===== src/rtl/gnn_pkg.sv =====
package gnn_pkg;

    localparam int node_id_w  = 7;
    localparam int max_degree = 8;
    localparam int degree_w   = 4;
    localparam int beat_ids   = 2;
    localparam int lane_w     = 8;
    localparam int num_lanes  = 2;
    localparam int sum_w      = 16;
    localparam int apb_addr_w = 12;
    localparam int apb_data_w = 32;

    localparam int num_nodes  = 1 << node_id_w;
    localparam int nbr_beats  = max_degree / beat_ids;   // id beats per node
    localparam int beat_w     = $clog2(nbr_beats);
    localparam int nbr_idx_w  = $clog2(max_degree);
    localparam int tbl_data_w = num_lanes * lane_w;

    // apb map, region on paddr[11:10]
    // table regions are word indexed: nbr paddr[8:0] = {node, beat}, fv paddr[6:0] = node
    // nbr data: [13:0] two ids (low id first), [19:16] degree on beat 0 only
    // fv data: [15:0] = {lane1, lane0}
    // task at offset 0: [6:0] target
    // status at offset 0 (busy bit 0, last target [14:8]), result at offset 4
    localparam int          region_w        = 2;
    localparam logic [1:0]  region_nbr      = 2'd0;
    localparam logic [1:0]  region_fv       = 2'd1;
    localparam logic [1:0]  region_task     = 2'd2;
    localparam logic [1:0]  region_stat     = 2'd3;
    localparam int          nbr_deg_lsb     = 16;
    localparam int          stat_target_lsb = 8;
    localparam int          result_sel_bit  = 2;

    typedef struct packed {
        logic                 valid;
        logic [node_id_w-1:0] target;
    } task_t;

    typedef struct packed {
        logic                 req;
        logic [node_id_w-1:0] node;
    } nbr_req_t;

    typedef struct packed {
        logic                                sos;
        logic                                eos;
        logic [beat_ids-1:0][node_id_w-1:0]  ids;
        logic [degree_w-1:0]                 degree;
    } nbr_resp_t;

    typedef struct packed {
        logic                 req;
        logic [node_id_w-1:0] node;
    } fv_req_t;

    typedef struct packed {
        logic                             valid;
        logic [num_lanes-1:0][lane_w-1:0] lanes;
    } fv_resp_t;

    typedef struct packed {
        logic                             sos;
        logic                             eos;
        logic [num_lanes-1:0][lane_w-1:0] lanes;
        logic                             done_aggr;   // final beat of a task
    } bank_beat_t;

    typedef struct packed {
        logic                  nbr_en;
        logic                  fv_en;
        logic [node_id_w-1:0]  node;
        logic [beat_w-1:0]     beat;
        logic [tbl_data_w-1:0] data;
        logic [degree_w-1:0]   degree;
    } tbl_wr_t;

    typedef struct packed {
        logic                            valid;
        logic [num_lanes-1:0][sum_w-1:0] sums;
    } agg_result_t;

    typedef enum logic [2:0] {
        idle,
        req_nbr,
        stream_nbr,
        req_fv,
        wait_fv,
        complete
    } pe_state_t;

endpackage


===== src/rtl/gnn_apb_regs.sv =====
`timescale 1ns/1ps

module gnn_apb_regs (
    input  logic                           clk,
    input  logic                           reset,
    input  logic                           psel,
    input  logic                           penable,
    input  logic                           pwrite,
    input  logic [gnn_pkg::apb_addr_w-1:0] paddr,
    input  logic [gnn_pkg::apb_data_w-1:0] pwdata,
    input  gnn_pkg::agg_result_t           agg,
    output logic [gnn_pkg::apb_data_w-1:0] prdata,
    output logic                           pready,
    output logic                           pslverr,
    output gnn_pkg::tbl_wr_t               tbl_wr,
    output gnn_pkg::task_t                 task_out
);
    import gnn_pkg::*;

    logic [degree_w-1:0]             degree_shadow [num_nodes];
    logic                            busy;
    logic [node_id_w-1:0]            last_target;
    logic [num_lanes-1:0][sum_w-1:0] result_q;
    logic                            access;
    logic                            wr_access;
    logic [region_w-1:0]             region;
    logic [node_id_w-1:0]            task_node;
    logic                            task_err;
    logic                            task_ok;

    assign access    = psel & penable;
    assign wr_access = access & pwrite;
    assign region    = paddr[apb_addr_w-1 -: region_w];
    assign task_node = pwdata[node_id_w-1:0];
    assign task_err  = busy || (degree_shadow[task_node] == '0);
    assign task_ok   = wr_access && (region == region_task) && !task_err;

    assign pready  = 1'b1;   // zero wait states
    assign pslverr = wr_access && (((region == region_task) && task_err) ||
                                   (region == region_stat));

    always_comb begin
        tbl_wr        = '0;
        tbl_wr.nbr_en = wr_access && (region == region_nbr);
        tbl_wr.fv_en  = wr_access && (region == region_fv);
        tbl_wr.beat   = paddr[beat_w-1:0];
        tbl_wr.degree = pwdata[nbr_deg_lsb +: degree_w];
        if (region == region_nbr) begin
            tbl_wr.node = paddr[beat_w +: node_id_w];
            tbl_wr.data = tbl_data_w'(pwdata[beat_ids*node_id_w-1:0]);
        end else begin
            tbl_wr.node = paddr[node_id_w-1:0];
            tbl_wr.data = pwdata[tbl_data_w-1:0];
        end
    end

    always_comb begin
        prdata = '0;
        if (access && !pwrite && (region == region_stat)) begin
            if (paddr[result_sel_bit]) begin
                prdata = result_q;   // {lane1, lane0}
            end else begin
                prdata[0] = busy;
                prdata[stat_target_lsb +: node_id_w] = last_target;
            end
        end
    end

    always_ff @(posedge clk) begin
        if (reset) begin
            busy        <= 1'b0;
            last_target <= '0;
            result_q    <= '0;
            task_out    <= '0;
            for (int n = 0; n < num_nodes; n++)
                degree_shadow[n] <= '0;
        end else begin
            task_out.valid <= task_ok;   // one cycle after the accepted write
            if (task_ok) begin
                busy            <= 1'b1;
                last_target     <= task_node;
                task_out.target <= task_node;
            end
            if (agg.valid) begin
                busy     <= 1'b0;
                result_q <= agg.sums;
            end
            if (tbl_wr.nbr_en && (tbl_wr.beat == '0))
                degree_shadow[tbl_wr.node] <= tbl_wr.degree;
        end
    end

endmodule


===== config.mk =====
export PLATFORM = sky130hd
export DESIGN_NAME = gnn_apb_regs
export DESIGN_NICKNAME = d
export VERILOG_FILES = /design/src/rtl/gnn_pkg.sv /design/src/rtl/gnn_apb_regs.sv
export SDC_FILE = /design/constraint.sdc
export NUM_CORES = 1
export LEC_CHECK = 0
export BUFFER_PORTS_ARGS = -buffer_cell sky130_fd_sc_hd__buf_4
export CORE_ASPECT_RATIO = 0.5
export CORE_UTILIZATION = 55
export DETAILED_ROUTE_END_ITERATION = 8
export PLACE_DENSITY = 0.82
export RECOVER_POWER = 25
export REMOVE_ABC_BUFFERS = 1
export SYNTH_ARGS = -nofsm -noshare
export SYNTH_HDL_FRONTEND = slang
export SYNTH_SLANG_ARGS = --single-unit
export TNS_END_PERCENT = 10

===== constraint.sdc =====
create_clock -name clk -period 9 [get_ports clk]
set_input_delay 2.25 -clock clk [delete_from_list [all_inputs] [get_ports clk]]
set_output_delay 2.25 -clock clk [all_outputs]
set_load 0.05 [all_outputs]

==> summary.md, run 1 <==
| Metric | Value |
|---|---|
| Post-synth EDFFs | 512 |
| Clock transition at the registers of the reported paths | 60 ps |
| Max Freq | 0.128 GHz |
| Post-synthesis sequential area ratio | 65.3% |
| TritonCTS clock tree | built |
| Max-slew headroom at the worst pin | -176% |
| Post-detail-place hpwl | 38000 um |
| Top_reg_cell synth | edfxtp_1 |
| Reg2Reg Depth | 8 |
| Vias in the first global route | 16904 |
| Maximum VDD drop | 0.126 mV |
| Power, Total | 5.33 mW |
| Outcome | finished with violations |
| Hold Crit Class | register to register |
| CTS Buf Count | 48 |
| Worst r2r src | degree_shadow[26][0] |
| Die H | 152 um |
| Async S/R FF share, synth | 0% |
| Core Rows | 54 |
| Core footprint | 0.0441 sq mm |
| Post-cts sizing count | 0 |
| Slew Limit Fails | 409 |
| Final period util | 86.5% |
| Final Hold Vio Count | 0 |
| Maximum clock path buffer count | 3 |
| Antenna Nets Post-Route | 0 |
| Mapped Area | 0.0248 sq mm |
| Min-Delay Path Depth | 2 |
| Synth-to-layout area growth | 10.2% |
| Req. time, crit path | 6750 ps |
| Largest net degree at the start of global routing | 88 |
| Vias per cell | 6.21 |
| Setup Skew | 17.8 ps |
| Crit-path max FO | 73 |
| CP endpoint | pslverr |
| Final nets | 2234 |
| Tightest Pin Transition | 4140 ps |
| Reg-to-Reg End | busy |
| Setup_tns | 0 ps |
| R2R setup slack | 5840 ps |
| Routability congestion estimate | 0.872 |
| H-tree depth | 2 |
| Initial antenna violation count | 1 |
| #FFs+latches synth | 553 |
| Starting Density | 56.3% |
| # port buffers | 126 |
| Overflow left after global routing | 0 |
| Die ar. | 0.0460 sq mm |
| Layout cells sized above 1 | 12.9% |
| Ports | 155 |
| WL per Instance | 22.5 um |
| Hold-fix buffers, CTS | 0 |
| Fin crit period | 7780 ps |
| Crit end category | primary output |
| Final setup fails | 0 |
| Syn avg cell area | 11.7 sq um |
| Final Routed Wirelength | 62600 um |
| Cells after Synth | 2123 |
| CTS Sinks | 553 |
| Die X | 302 um |
| PwrDens | 195 mW/mm^2 |
| Distinct cells, synth | 66 |
| CP Launch Point | pwdata[1] |
| Setup bufs post-CTS | 0 |
| Max-cap viol count | 7 |
| Via total after detailed routing | 17259 |
| Failing checks | capacitance limit, slew limit |
| Startpoint types | primary input |
| Setup repair after global routing missed its margin | false |
| Setup Crit Path Kind | primary input to primary output |
| Leak | 9.78 nW |
| Root Driver | clkbuf_16 |
| 1st-pass router iterations | 6 |
| Total GRT Usage | 27.0% |
| Clk_lat worst skew | 580 ps |
| Core Util, Final | 62.0% |
| First-pass GRT wire length | 94600 um |
| Diodes inserted | 0 |
| Worst EP arrival | 5530 ps |
| 1st-iter DRT viols | 2356 |
| DRC errors left | 0 |
| Syn. warnings | 0 |
per-stage QoR:
stage	setup slack (ps)	cell area [sq um]	hold slack (ps)	cells
6_report	1220	27300	491	2778
2_1_floorplan	2490	23900	447	1941
3_3_place_gp	1400	25900	463	2690
5_1_grt	1090	27300	523	2778
4_1_cts	1340	27400	494	2778
3_5_place_dp	1380	25900	477	2690
synthesized netlist by cell type, types with 3 or more instances:
library cell,number,area (sq um)
dfxtp_1,41,821
o211ai_1,6,45.0
nor3_1,102,510
a21oi_1,26,130
o32ai_1,3,26.3
o32a_1,3,30.0
buf_1,9,33.8
or2_1,5,31.3
nand2b_1,17,106
o22ai_1,13,81.3
nand4_1,8,50.1
and2_1,218,1360
o311ai_0,8,70.1
edfxtp_1,512,15400
nor3_2,5,50.1
or4_1,8,60.1
nor4_1,47,294
or3_1,10,62.6
nand3_1,8,40.0
nor3b_1,6,45.0
o21ai_0,20,100
nor2_1,444,1670
a2111oi_0,3,26.3
a31oi_1,4,25.0
a22oi_1,4,30.0
inv_2,3,11.3
o31ai_1,7,52.6
buf_2,23,115
nor2b_1,3,18.8
mux4_2,3,67.6
and3_1,67,419
or2_2,44,275
mux2i_1,54,541
nand2_1,90,338
buf_4,29,218
clkbuf_1,116,435
buf_6,5,56.3
inv_1,9,33.8
a21o_1,80,601
a211oi_1,29,218
final cells by class:
| type | instances | area (sq um) |
|---|---|---|
| Sequential cell | 553 | 16200 |
| Timing Repair Buffer | 161 | 1160 |
| Inverter | 12 | 45.0 |
| Multi-Input combinational cell | 1376 | 7720 |
| Clock buffer | 61 | 1290 |
| Fill cell | 3172 | 16700 |
| Clock inverter | 27 | 181 |
| Tap cell | 588 | 736 |
registers in the layout (all words and copies together) (netlist names):
name,cells
busy,1
degree_shadow,512
last_target,7
result_q,32
task_out,1
power by group:
part / internal [mW] / switching [mW]
clock: 1.07 / 0.917
sequential: 2.92 / 0.0394
combinational: 0.113 / 0.268
total: 4.11 / 1.22
cells by family (layout without fill, tap and decap cells):
family                 Yosys count  count (layout)  synth area share, %
AOI/OAI and AO/OA              225             225                 6.57
buffers and inverters          194             261                 3.64
DFF                            553             553                 65.3
muxes                           60              60                 2.69
other                            1               1               0.0151
and+or+nand+nor               1090            1090                 21.8
worst min path at each step:
stage	from	to	slack [ps]
floorplan	busy	busy	450
global placement	result_q[3]	result_q[3]	460
detailed placement	result_q[4]	result_q[4]	480
CTS	result_q[4]	result_q[4]	490
global route	last_target[5]	last_target[5]	520
finish	result_q[17]	result_q[17]	490
routing by layer:
| metal | GRT usage [%] | routed length (um) |
|---|---|---|
| met3 | 5.49 | 8230 |
| met2 | 43.5 | 29000 |
| met1 | 35.8 | 22600 |
| met5 | 0 | 0 |
| met4 | 11.5 | 2790 |
critical path, stage by stage:
cell and delay [ps]:
buf_4 680, nand2_1 500, a211oi_1 420, nor4_1 110, a31oi_1 210, o311ai_1 240, nor4_2 490, o21ai_0 150
and3_1 200, buf_4 180
layout by cell type, fill, tap and decap left out, types with 9 or more instances in the layout:
master     netlist  routed
nand2_1         90      90
dfxtp_1         41      41
and2_1         218     213
clkbuf_1       116      25
o21ai_0         20      20
nor3_1         102     101
clkbuf_16        0      49
nand3_1          8       9
nand2b_1        17      17
nor2_1         444     444
edfxtp_1       512     512
a21oi_1         26      26
inv_1            9       9
mux2i_1         54      54
or2_2           44      44
buf_4           29     145
clkinv_1         0      13
a21o_1          80      80
nor4_1          47      47
a211oi_1        29      29
o22ai_1         13      13
and3_1          67      67
No activity file was read; power rests on OpenSTA's default activity.
==> inputs of run 2 (changes only) <==
- BUFFER_PORTS_ARGS: -buffer_cell sky130_fd_sc_hd__buf_4 -> not set
- DONT_BUFFER_PORTS: not set -> 1
- PLACE_DENSITY: 0.82 -> 0.79
==> summary.md, run 2 (synthesis results as in run 1) <==
| Metric | Value |
|---|---|
| Combinational Power Share | 4.7% (was 7.1%) |
| Reg-to-Reg End | last_target[4] (was busy) |
| R2R setup slack | 5950 ps (was 5840 ps) |
| Max-slew headroom at the worst pin | -136% (was -176%) |
| CTS Buf Count | 48 (unchanged) |
| WL per Instance | 22.7 um (was 22.5 um) |
| Routability congestion estimate | 0.861 (was 0.872) |
| Wire length on met2 | 27000 um (was 29000 um) |
| Min-Delay Path Depth | 2 (unchanged) |
| Worst Hold Launch | result_q[19] (was result_q[17]) |
| Fin crit period | 7510 ps (was 7780 ps) |
| Biggest regs | degree_shadow (512), result_q (32), last_target (7) (unchanged) |
| Setup_tns | 0 ps (unchanged) |
| Worst path top cell family by delay | simple AND/OR/NAND/NOR gates (unchanged) |
| Total GRT Usage | 25.9% (was 27.0%) |
| Via total after detailed routing | 16376 (was 17259) |
| Overflow left after global routing | 0 (unchanged) |
| Post-detail-place hpwl | 34700 um (was 38000 um) |
| Internal power | 4.13 mW (was 4.11 mW) |
| Worst path cell trace | nand2b_1 -> a211oi_1 -> nor3_1 -> a31oi_1 -> o311ai_1 -> nor4_2 -> o21ai_0 -> and3_1 (was buf_4 -> nand2_1 -> a211oi_1 -> nor4_1 -> a31oi_1 -> o311ai_1 -> nor4_2 -> o21ai_0 -> and3_1 -> buf_4) |
| Setup repair after global routing missed its margin | false (unchanged) |
| Clock transition at the registers of the reported paths | 60 ps (about the same) |
| Worst Hold Path EP | result_q[19] (was result_q[17]) |
| Leak | 9.14 nW (was 9.78 nW) |
| Final nets | 2094 (was 2234) |
| 1st-pass router iterations | 6 (unchanged) |
| Antenna Nets Post-Route | 0 (unchanged) |
| Clock Power Share | 38.9% (was 37.3%) |
| 1st-iter DRT viols | 2349 (was 2356) |
| Req. time, crit path | 6750 ps (about the same) |
| Die ar. | 0.0460 sq mm (unchanged) |
| Worst r2r src | degree_shadow[122][0] (was degree_shadow[26][0]) |
| TritonCTS clock tree | built (unchanged) |
| Max Freq | 0.133 GHz (was 0.128 GHz) |
| Core Util, Final | 59.8% (was 62.0%) |
| CTS Sinks | 553 (unchanged) |
| H-tree depth | 2 (unchanged) |
| DP Area | 0.0249 sq mm (was 0.0259 sq mm) |
| Vias per cell | 6.21 (about the same) |
| Starting Density | 56.3% (unchanged) |
| Die X | 302 um (unchanged) |
| Largest register FFs | 512 (unchanged) |
| Final Hold Vio Count | 0 (unchanged) |
| Hold Crit Class | register to register (unchanged) |
| Most frequent cells in the layout | edfxtp_1 (512), nor2_1 (444), and2_1 (218), nor3_1 (106), nand2_1 (90) (was edfxtp_1 (512), nor2_1 (444), and2_1 (213), buf_4 (145), nor3_1 (101)) |
| Core Rows | 54 (unchanged) |
| P_sw | 1.12 mW (was 1.22 mW) |
| Largest net degree at the start of global routing | 177 (was 88) |
| Post-cts sizing count | 0 (unchanged) |
| Delay of the slowest cell on the worst path | 660 ps (was 680 ps) |
| M1 WL | 23400 um (was 22600 um) |
| Synth-to-layout area growth | 6.14% (was 10.2%) |
| Diodes inserted | 0 (unchanged) |
| Tightest Pin Transition | 3540 ps (was 4140 ps) |
| Setup bufs post-CTS | 0 (unchanged) |
| Clk_lat worst skew | 590 ps (was 580 ps) |
| Net Sw Frac | 21.4% (was 23.0%) |
| Layout Cells excl Fill | 2639 (was 2778) |
| Outcome | finished with violations (unchanged) |
| Hold-fix buffers, CTS | 0 (unchanged) |
| Setup Crit Path Kind | primary input to primary output (unchanged) |
| Fill cells | 3314 (was 3172) |
| Core footprint | 0.0441 sq mm (unchanged) |
| Initial antenna violation count | 0 (was 1) |
| DRC errors left | 0 (unchanged) |
| Slew Limit Fails | 281 (was 409) |
| Final period util | 83.5% (was 86.5%) |
| Layout cells sized above 1 | 7.31% (was 12.9%) |
| Worst EP arrival | 5260 ps (was 5530 ps) |
| Crit-path max FO | 48 (was 73) |
| Final Routed Wirelength | 59900 um (was 62600 um) |
| Post-route cell area | 0.0263 sq mm (was 0.0273 sq mm) |
| Power, Total | 5.25 mW (was 5.33 mW) |
| First-pass GRT wire length | 90100 um (was 94600 um) |
| Die H | 152 um (unchanged) |
| Top sig layer | met4 (unchanged) |
| Vias in the first global route | 15447 (was 16904) |
| Slowest CP cell | nand2b_1 (was buf_4) |
| Biggest register | degree_shadow (unchanged) |
| PwrDens | 199 mW/mm^2 (was 195 mW/mm^2) |
| Reg2Reg Depth | 7 (was 8) |
| Buffers & Inverters on Critical Path | 0 (was 2) |
| Failing checks | capacitance limit, slew limit (unchanged) |
| Number of instances in the placed design | 2550 (was 2690) |
| Met3 WL | 7430 um (was 8230 um) |
| Startpoint types | primary input (unchanged) |
| Ports | 155 (unchanged) |
| Max-cap viol count | 9 (was 7) |
| Sequential share of power | 56.4% (was 55.5%) |
| Root Driver | clkbuf_16 (unchanged) |
| Commonest non-fill, non-tap cell in the layout | edfxtp_1 (unchanged) |
| Maximum clock path buffer count | 3 (unchanged) |
| # port buffers | 0 (was 126) |
| Crit end category | primary output (unchanged) |
| Final setup fails | 0 (unchanged) |
| Setup Skew | 29.0 ps (was 17.8 ps) |
| Maximum VDD drop | 0.138 mV (was 0.126 mV) |
-- run 2: power groups by stage --
| stage | clock network (mW) | logic (mW) | registers, mW |
|---|---|---|---|
| after floorplan | 0 | 0.177 | 3.00 |
| after global placement | 0 | 0.238 | 3.01 |
| after detailed placement | 0 | 0.244 | 3.02 |
| after CTS | 2.05 | 0.246 | 2.96 |
| after global routing | 2.15 | 0.267 | 2.97 |
| final | 2.04 | 0.249 | 2.96 |
-- run 2: worst min-delay path: stages (launching register included) --
cell     delay, ps
dfxtp_1        320
mux2i_1         60
nor2_1          70
-- run 2: how the worst max path moves through the flow --
stage | to | depth (start not counted) | slack (ps) | startpoint
6_report | pslverr | 8 | 1490 | pwdata[0]
5_1_grt | pslverr | 8 | 1500 | pwdata[0]
4_1_cts | pslverr | 8 | 1650 | pwdata[0]
3_5_place_dp | pslverr | 8 | 1680 | pwdata[0]
3_3_place_gp | pslverr | 8 | 1740 | pwdata[0]
2_1_floorplan | pslverr | 8 | 2490 | pwdata[2]
-- run 2: layout make-up --
type / count / area, sq um / area share, %
inverter: 12 / 45.0 / 0.171
tap: 588 / 736 / 2.79
timing repair buffer: 21 / 139 / 0.527
clock inverter: 32 / 288 / 1.09
sequential: 553 / 16200 / 61.5
clock buffer: 57 / 1230 / 4.69
multi-input combinational: 1376 / 7690 / 29.2
-- run 2: through the flow --
step,setup slack [ps],hold slack (ps)
after detailed placement,1680,475
final,1490,485
after global routing,1500,517
after CTS,1650,490
after floorplan,2490,447
after global placement,1740,464
-- run 2: layer usage --
metal  up-vias  track usage [%]
met2      1075             40.3
met4         0             8.92
li1       7335                -
met5         -                0
met3       148             5.28
met1      7818             36.6
==> inputs of run 3 (changes only) <==
- PLACE_DENSITY: 0.79 -> 0.82
- clock period: 9 -> 6.5 ns (I/O delays scaled with it)
==> summary.md, run 3 (synthesis results as in run 1) <==
| Metric | Value |
|---|---|
| Overflow left after global routing | 0 (unchanged) |
| Met3 WL | 7930 um (was 7430 um) |
| Final period util | 91.0% |
| Via total after detailed routing | 16529 (was 16376) |
| Tightest Pin Transition | 3470 ps (was 3540 ps) |
| Fill cells | 3269 (was 3314) |
| PwrDens | 276 mW/mm^2 (was 199 mW/mm^2) |
| Worst EP arrival | 4290 ps (was 5260 ps) |
| Biggest register | degree_shadow (unchanged) |
| Crit-path max FO | 44 (was 48) |
| Die ar. | 0.0460 sq mm (unchanged) |
| Wire length on met2 | 27200 um (was 27000 um) |
| Slew Limit Fails | 237 (was 281) |
| Post-cts sizing count | 0 (unchanged) |
| Buffers & Inverters on Critical Path | 1 (was 0) |
| Biggest regs | degree_shadow (512), result_q (32), last_target (7) (unchanged) |
| CTS Buf Count | 48 (unchanged) |
| Setup bufs post-CTS | 0 (unchanged) |
| Min-Delay Path Depth | 2 (unchanged) |
| Req. time, crit path | 4880 ps (was 6750 ps) |
| Routability congestion estimate | 0.882 (was 0.861) |
| Initial antenna violation count | 0 (unchanged) |
| Starting Density | 56.3% (unchanged) |
| First-pass GRT wire length | 89500 um (was 90100 um) |
| 1st-iter DRT viols | 2199 (was 2349) |
| Diodes inserted | 0 (unchanged) |
| Antenna Nets Post-Route | 0 (unchanged) |
| Total GRT Usage | 25.7% (was 25.9%) |
| Clock transition at the registers of the reported paths | 60 ps (about the same) |
| Leak | 9.16 nW (was 9.14 nW) |
| Outcome | finished with violations (unchanged) |
| M1 WL | 21700 um (was 23400 um) |
| Clk_lat worst skew | 580 ps (was 590 ps) |
| Top sig layer | met4 (unchanged) |
| Startpoint types | primary input (unchanged) |
| Die X | 302 um (unchanged) |
| Delay of the slowest cell on the worst path | 580 ps (was 660 ps) |
| Reg2Reg Depth | 8 (was 7) |
| Setup repair after global routing missed its margin | false (unchanged) |
| Core footprint | 0.0441 sq mm (unchanged) |
| CTS Sinks | 553 (unchanged) |
| Final Routed Wirelength | 59600 um (was 59900 um) |
| Max-cap viol count | 5 (was 9) |
| Hold Crit Class | register to register (unchanged) |
| Vias per cell | 6.25 (was 6.21) |
| Hold-fix buffers, CTS | 0 (unchanged) |
| Setup Skew | 18.6 ps (was 29.0 ps) |
| Worst Hold Launch | result_q[19] (unchanged) |
| Setup Crit Path Kind | primary input to primary output (unchanged) |
| Commonest non-fill, non-tap cell in the layout | edfxtp_1 (unchanged) |
| Synth-to-layout area growth | 6.32% (was 6.14%) |
| Worst r2r src | degree_shadow[26][0] (was degree_shadow[122][0]) |
| R2R setup slack | 2690 ps (was 5950 ps) |
| WL per Instance | 22.5 um (was 22.7 um) |
| Maximum VDD drop | 0.218 mV (was 0.138 mV) |
| Worst path top cell family by delay | compound AO/OA/AOI/OAI gates (was simple AND/OR/NAND/NOR gates) |
| Largest net degree at the start of global routing | 177 (unchanged) |
| Worst path cell trace | nand2b_1 -> buf_12 -> o22ai_1 -> o31ai_1 -> nand3_1 -> a221oi_2 -> o21ai_0 -> and3_1 (was nand2b_1 -> a211oi_1 -> nor3_1 -> a31oi_1 -> o311ai_1 -> nor4_2 -> o21ai_0 -> and3_1) |
| Most frequent cells in the layout | edfxtp_1 (512), nor2_1 (445), and2_1 (214), nor3_1 (102), nand2_1 (90) (was edfxtp_1 (512), nor2_1 (444), and2_1 (218), nor3_1 (106), nand2_1 (90)) |
| Core Util, Final | 59.9% (was 59.8%) |
| Maximum clock path buffer count | 3 (unchanged) |
| Final setup fails | 0 (unchanged) |
| Vias in the first global route | 15959 (was 15447) |
| Worst Hold Path EP | result_q[19] (unchanged) |
| H-tree depth | 2 (unchanged) |
| Largest register FFs | 512 (unchanged) |
| Fin crit period | 5920 ps |
| TritonCTS clock tree | built (unchanged) |
| Max-slew headroom at the worst pin | -131% (was -136%) |
| Core Rows | 54 (unchanged) |
| Setup_tns | 0 ps (unchanged) |
| Root Driver | clkbuf_16 (unchanged) |
| Die H | 152 um (unchanged) |
| Final nets | 2101 (was 2094) |
| 1st-pass router iterations | 8 (was 6) |
| Crit end category | primary output (unchanged) |
| Ports | 155 (unchanged) |
| Post-detail-place hpwl | 35000 um (was 34700 um) |
| DRC errors left | 0 (unchanged) |
| # port buffers | 0 (unchanged) |
| Slowest CP cell | a221oi_2 (was nand2b_1) |
| Max Freq | 0.169 GHz |
| Layout cells sized above 1 | 7.53% (was 7.31%) |
| Failing checks | capacitance limit, slew limit (unchanged) |
| Reg-to-Reg End | last_target[5] (was last_target[4]) |
| Final Hold Vio Count | 0 (unchanged) |
## run 3: cell count changes in the layout (fill, tap and decap cells not counted), sizes merged
cell and change:
bufinv -2, clkinvlp +1, clkinv -1, buf -1, clkbuf +10
## run 3: report_power, final
group          internal [mW]  switching [mW]  leakage (nW)  total (mW)
combinational          0.108           0.234          3.21       0.342
clock                   1.56            1.28         0.756        2.84
sequential              4.05          0.0539          5.20        4.10
## run 3: how the worst max path moves through the flow
stage	start	cells after the start	to
global route	paddr[11]	6	degree_shadow[43][1]
finish	pwdata[2]	8	pslverr
global placement	pwdata[2]	8	pslverr
detailed placement	pwdata[2]	8	pslverr
floorplan	psel	5	degree_shadow[43][0]
CTS	pwdata[2]	8	pslverr
## run 3: metal layers
layer,global-route usage [%],vias to the layer above
li1,-,7341
met1,33.6,7871
met2,41.2,1100
met3,6.54,217
met4,10.6,0
met5,0,-
## run 3: stage by stage
stage	setup slack [ps]	hold slack (ps)	total power [mW]	area, sq um	cells
final	582	489	7.29	26400	2646
after global routing	312	501	7.47	26400	2646
after CTS	625	494	7.29	26500	2646
after detailed placement	633	478	4.52	24900	2557
after global placement	714	464	4.50	24900	2557
after floorplan	986	447	4.41	23900	1941
## run 3: area by class of cell
| type | instances | area (sq um) | share of cell area, % |
|---|---|---|---|
| Timing Repair Buffer | 28 | 175 | 0.664 |
| Sequential cell | 553 | 16200 | 61.4 |
| Clock inverter | 30 | 234 | 0.887 |
| Inverter | 12 | 45.0 | 0.171 |
| Tap cell | 588 | 736 | 2.79 |
| Clock buffer | 59 | 1320 | 4.99 |
| Multi-Input combinational cell | 1376 | 7670 | 29.1 |
## run 3: tightest hold or removal path, cell delays in order, from the launching register on
cell     delay (ps)
dfxtp_1         320
mux2i_1          60
nor2_1           80
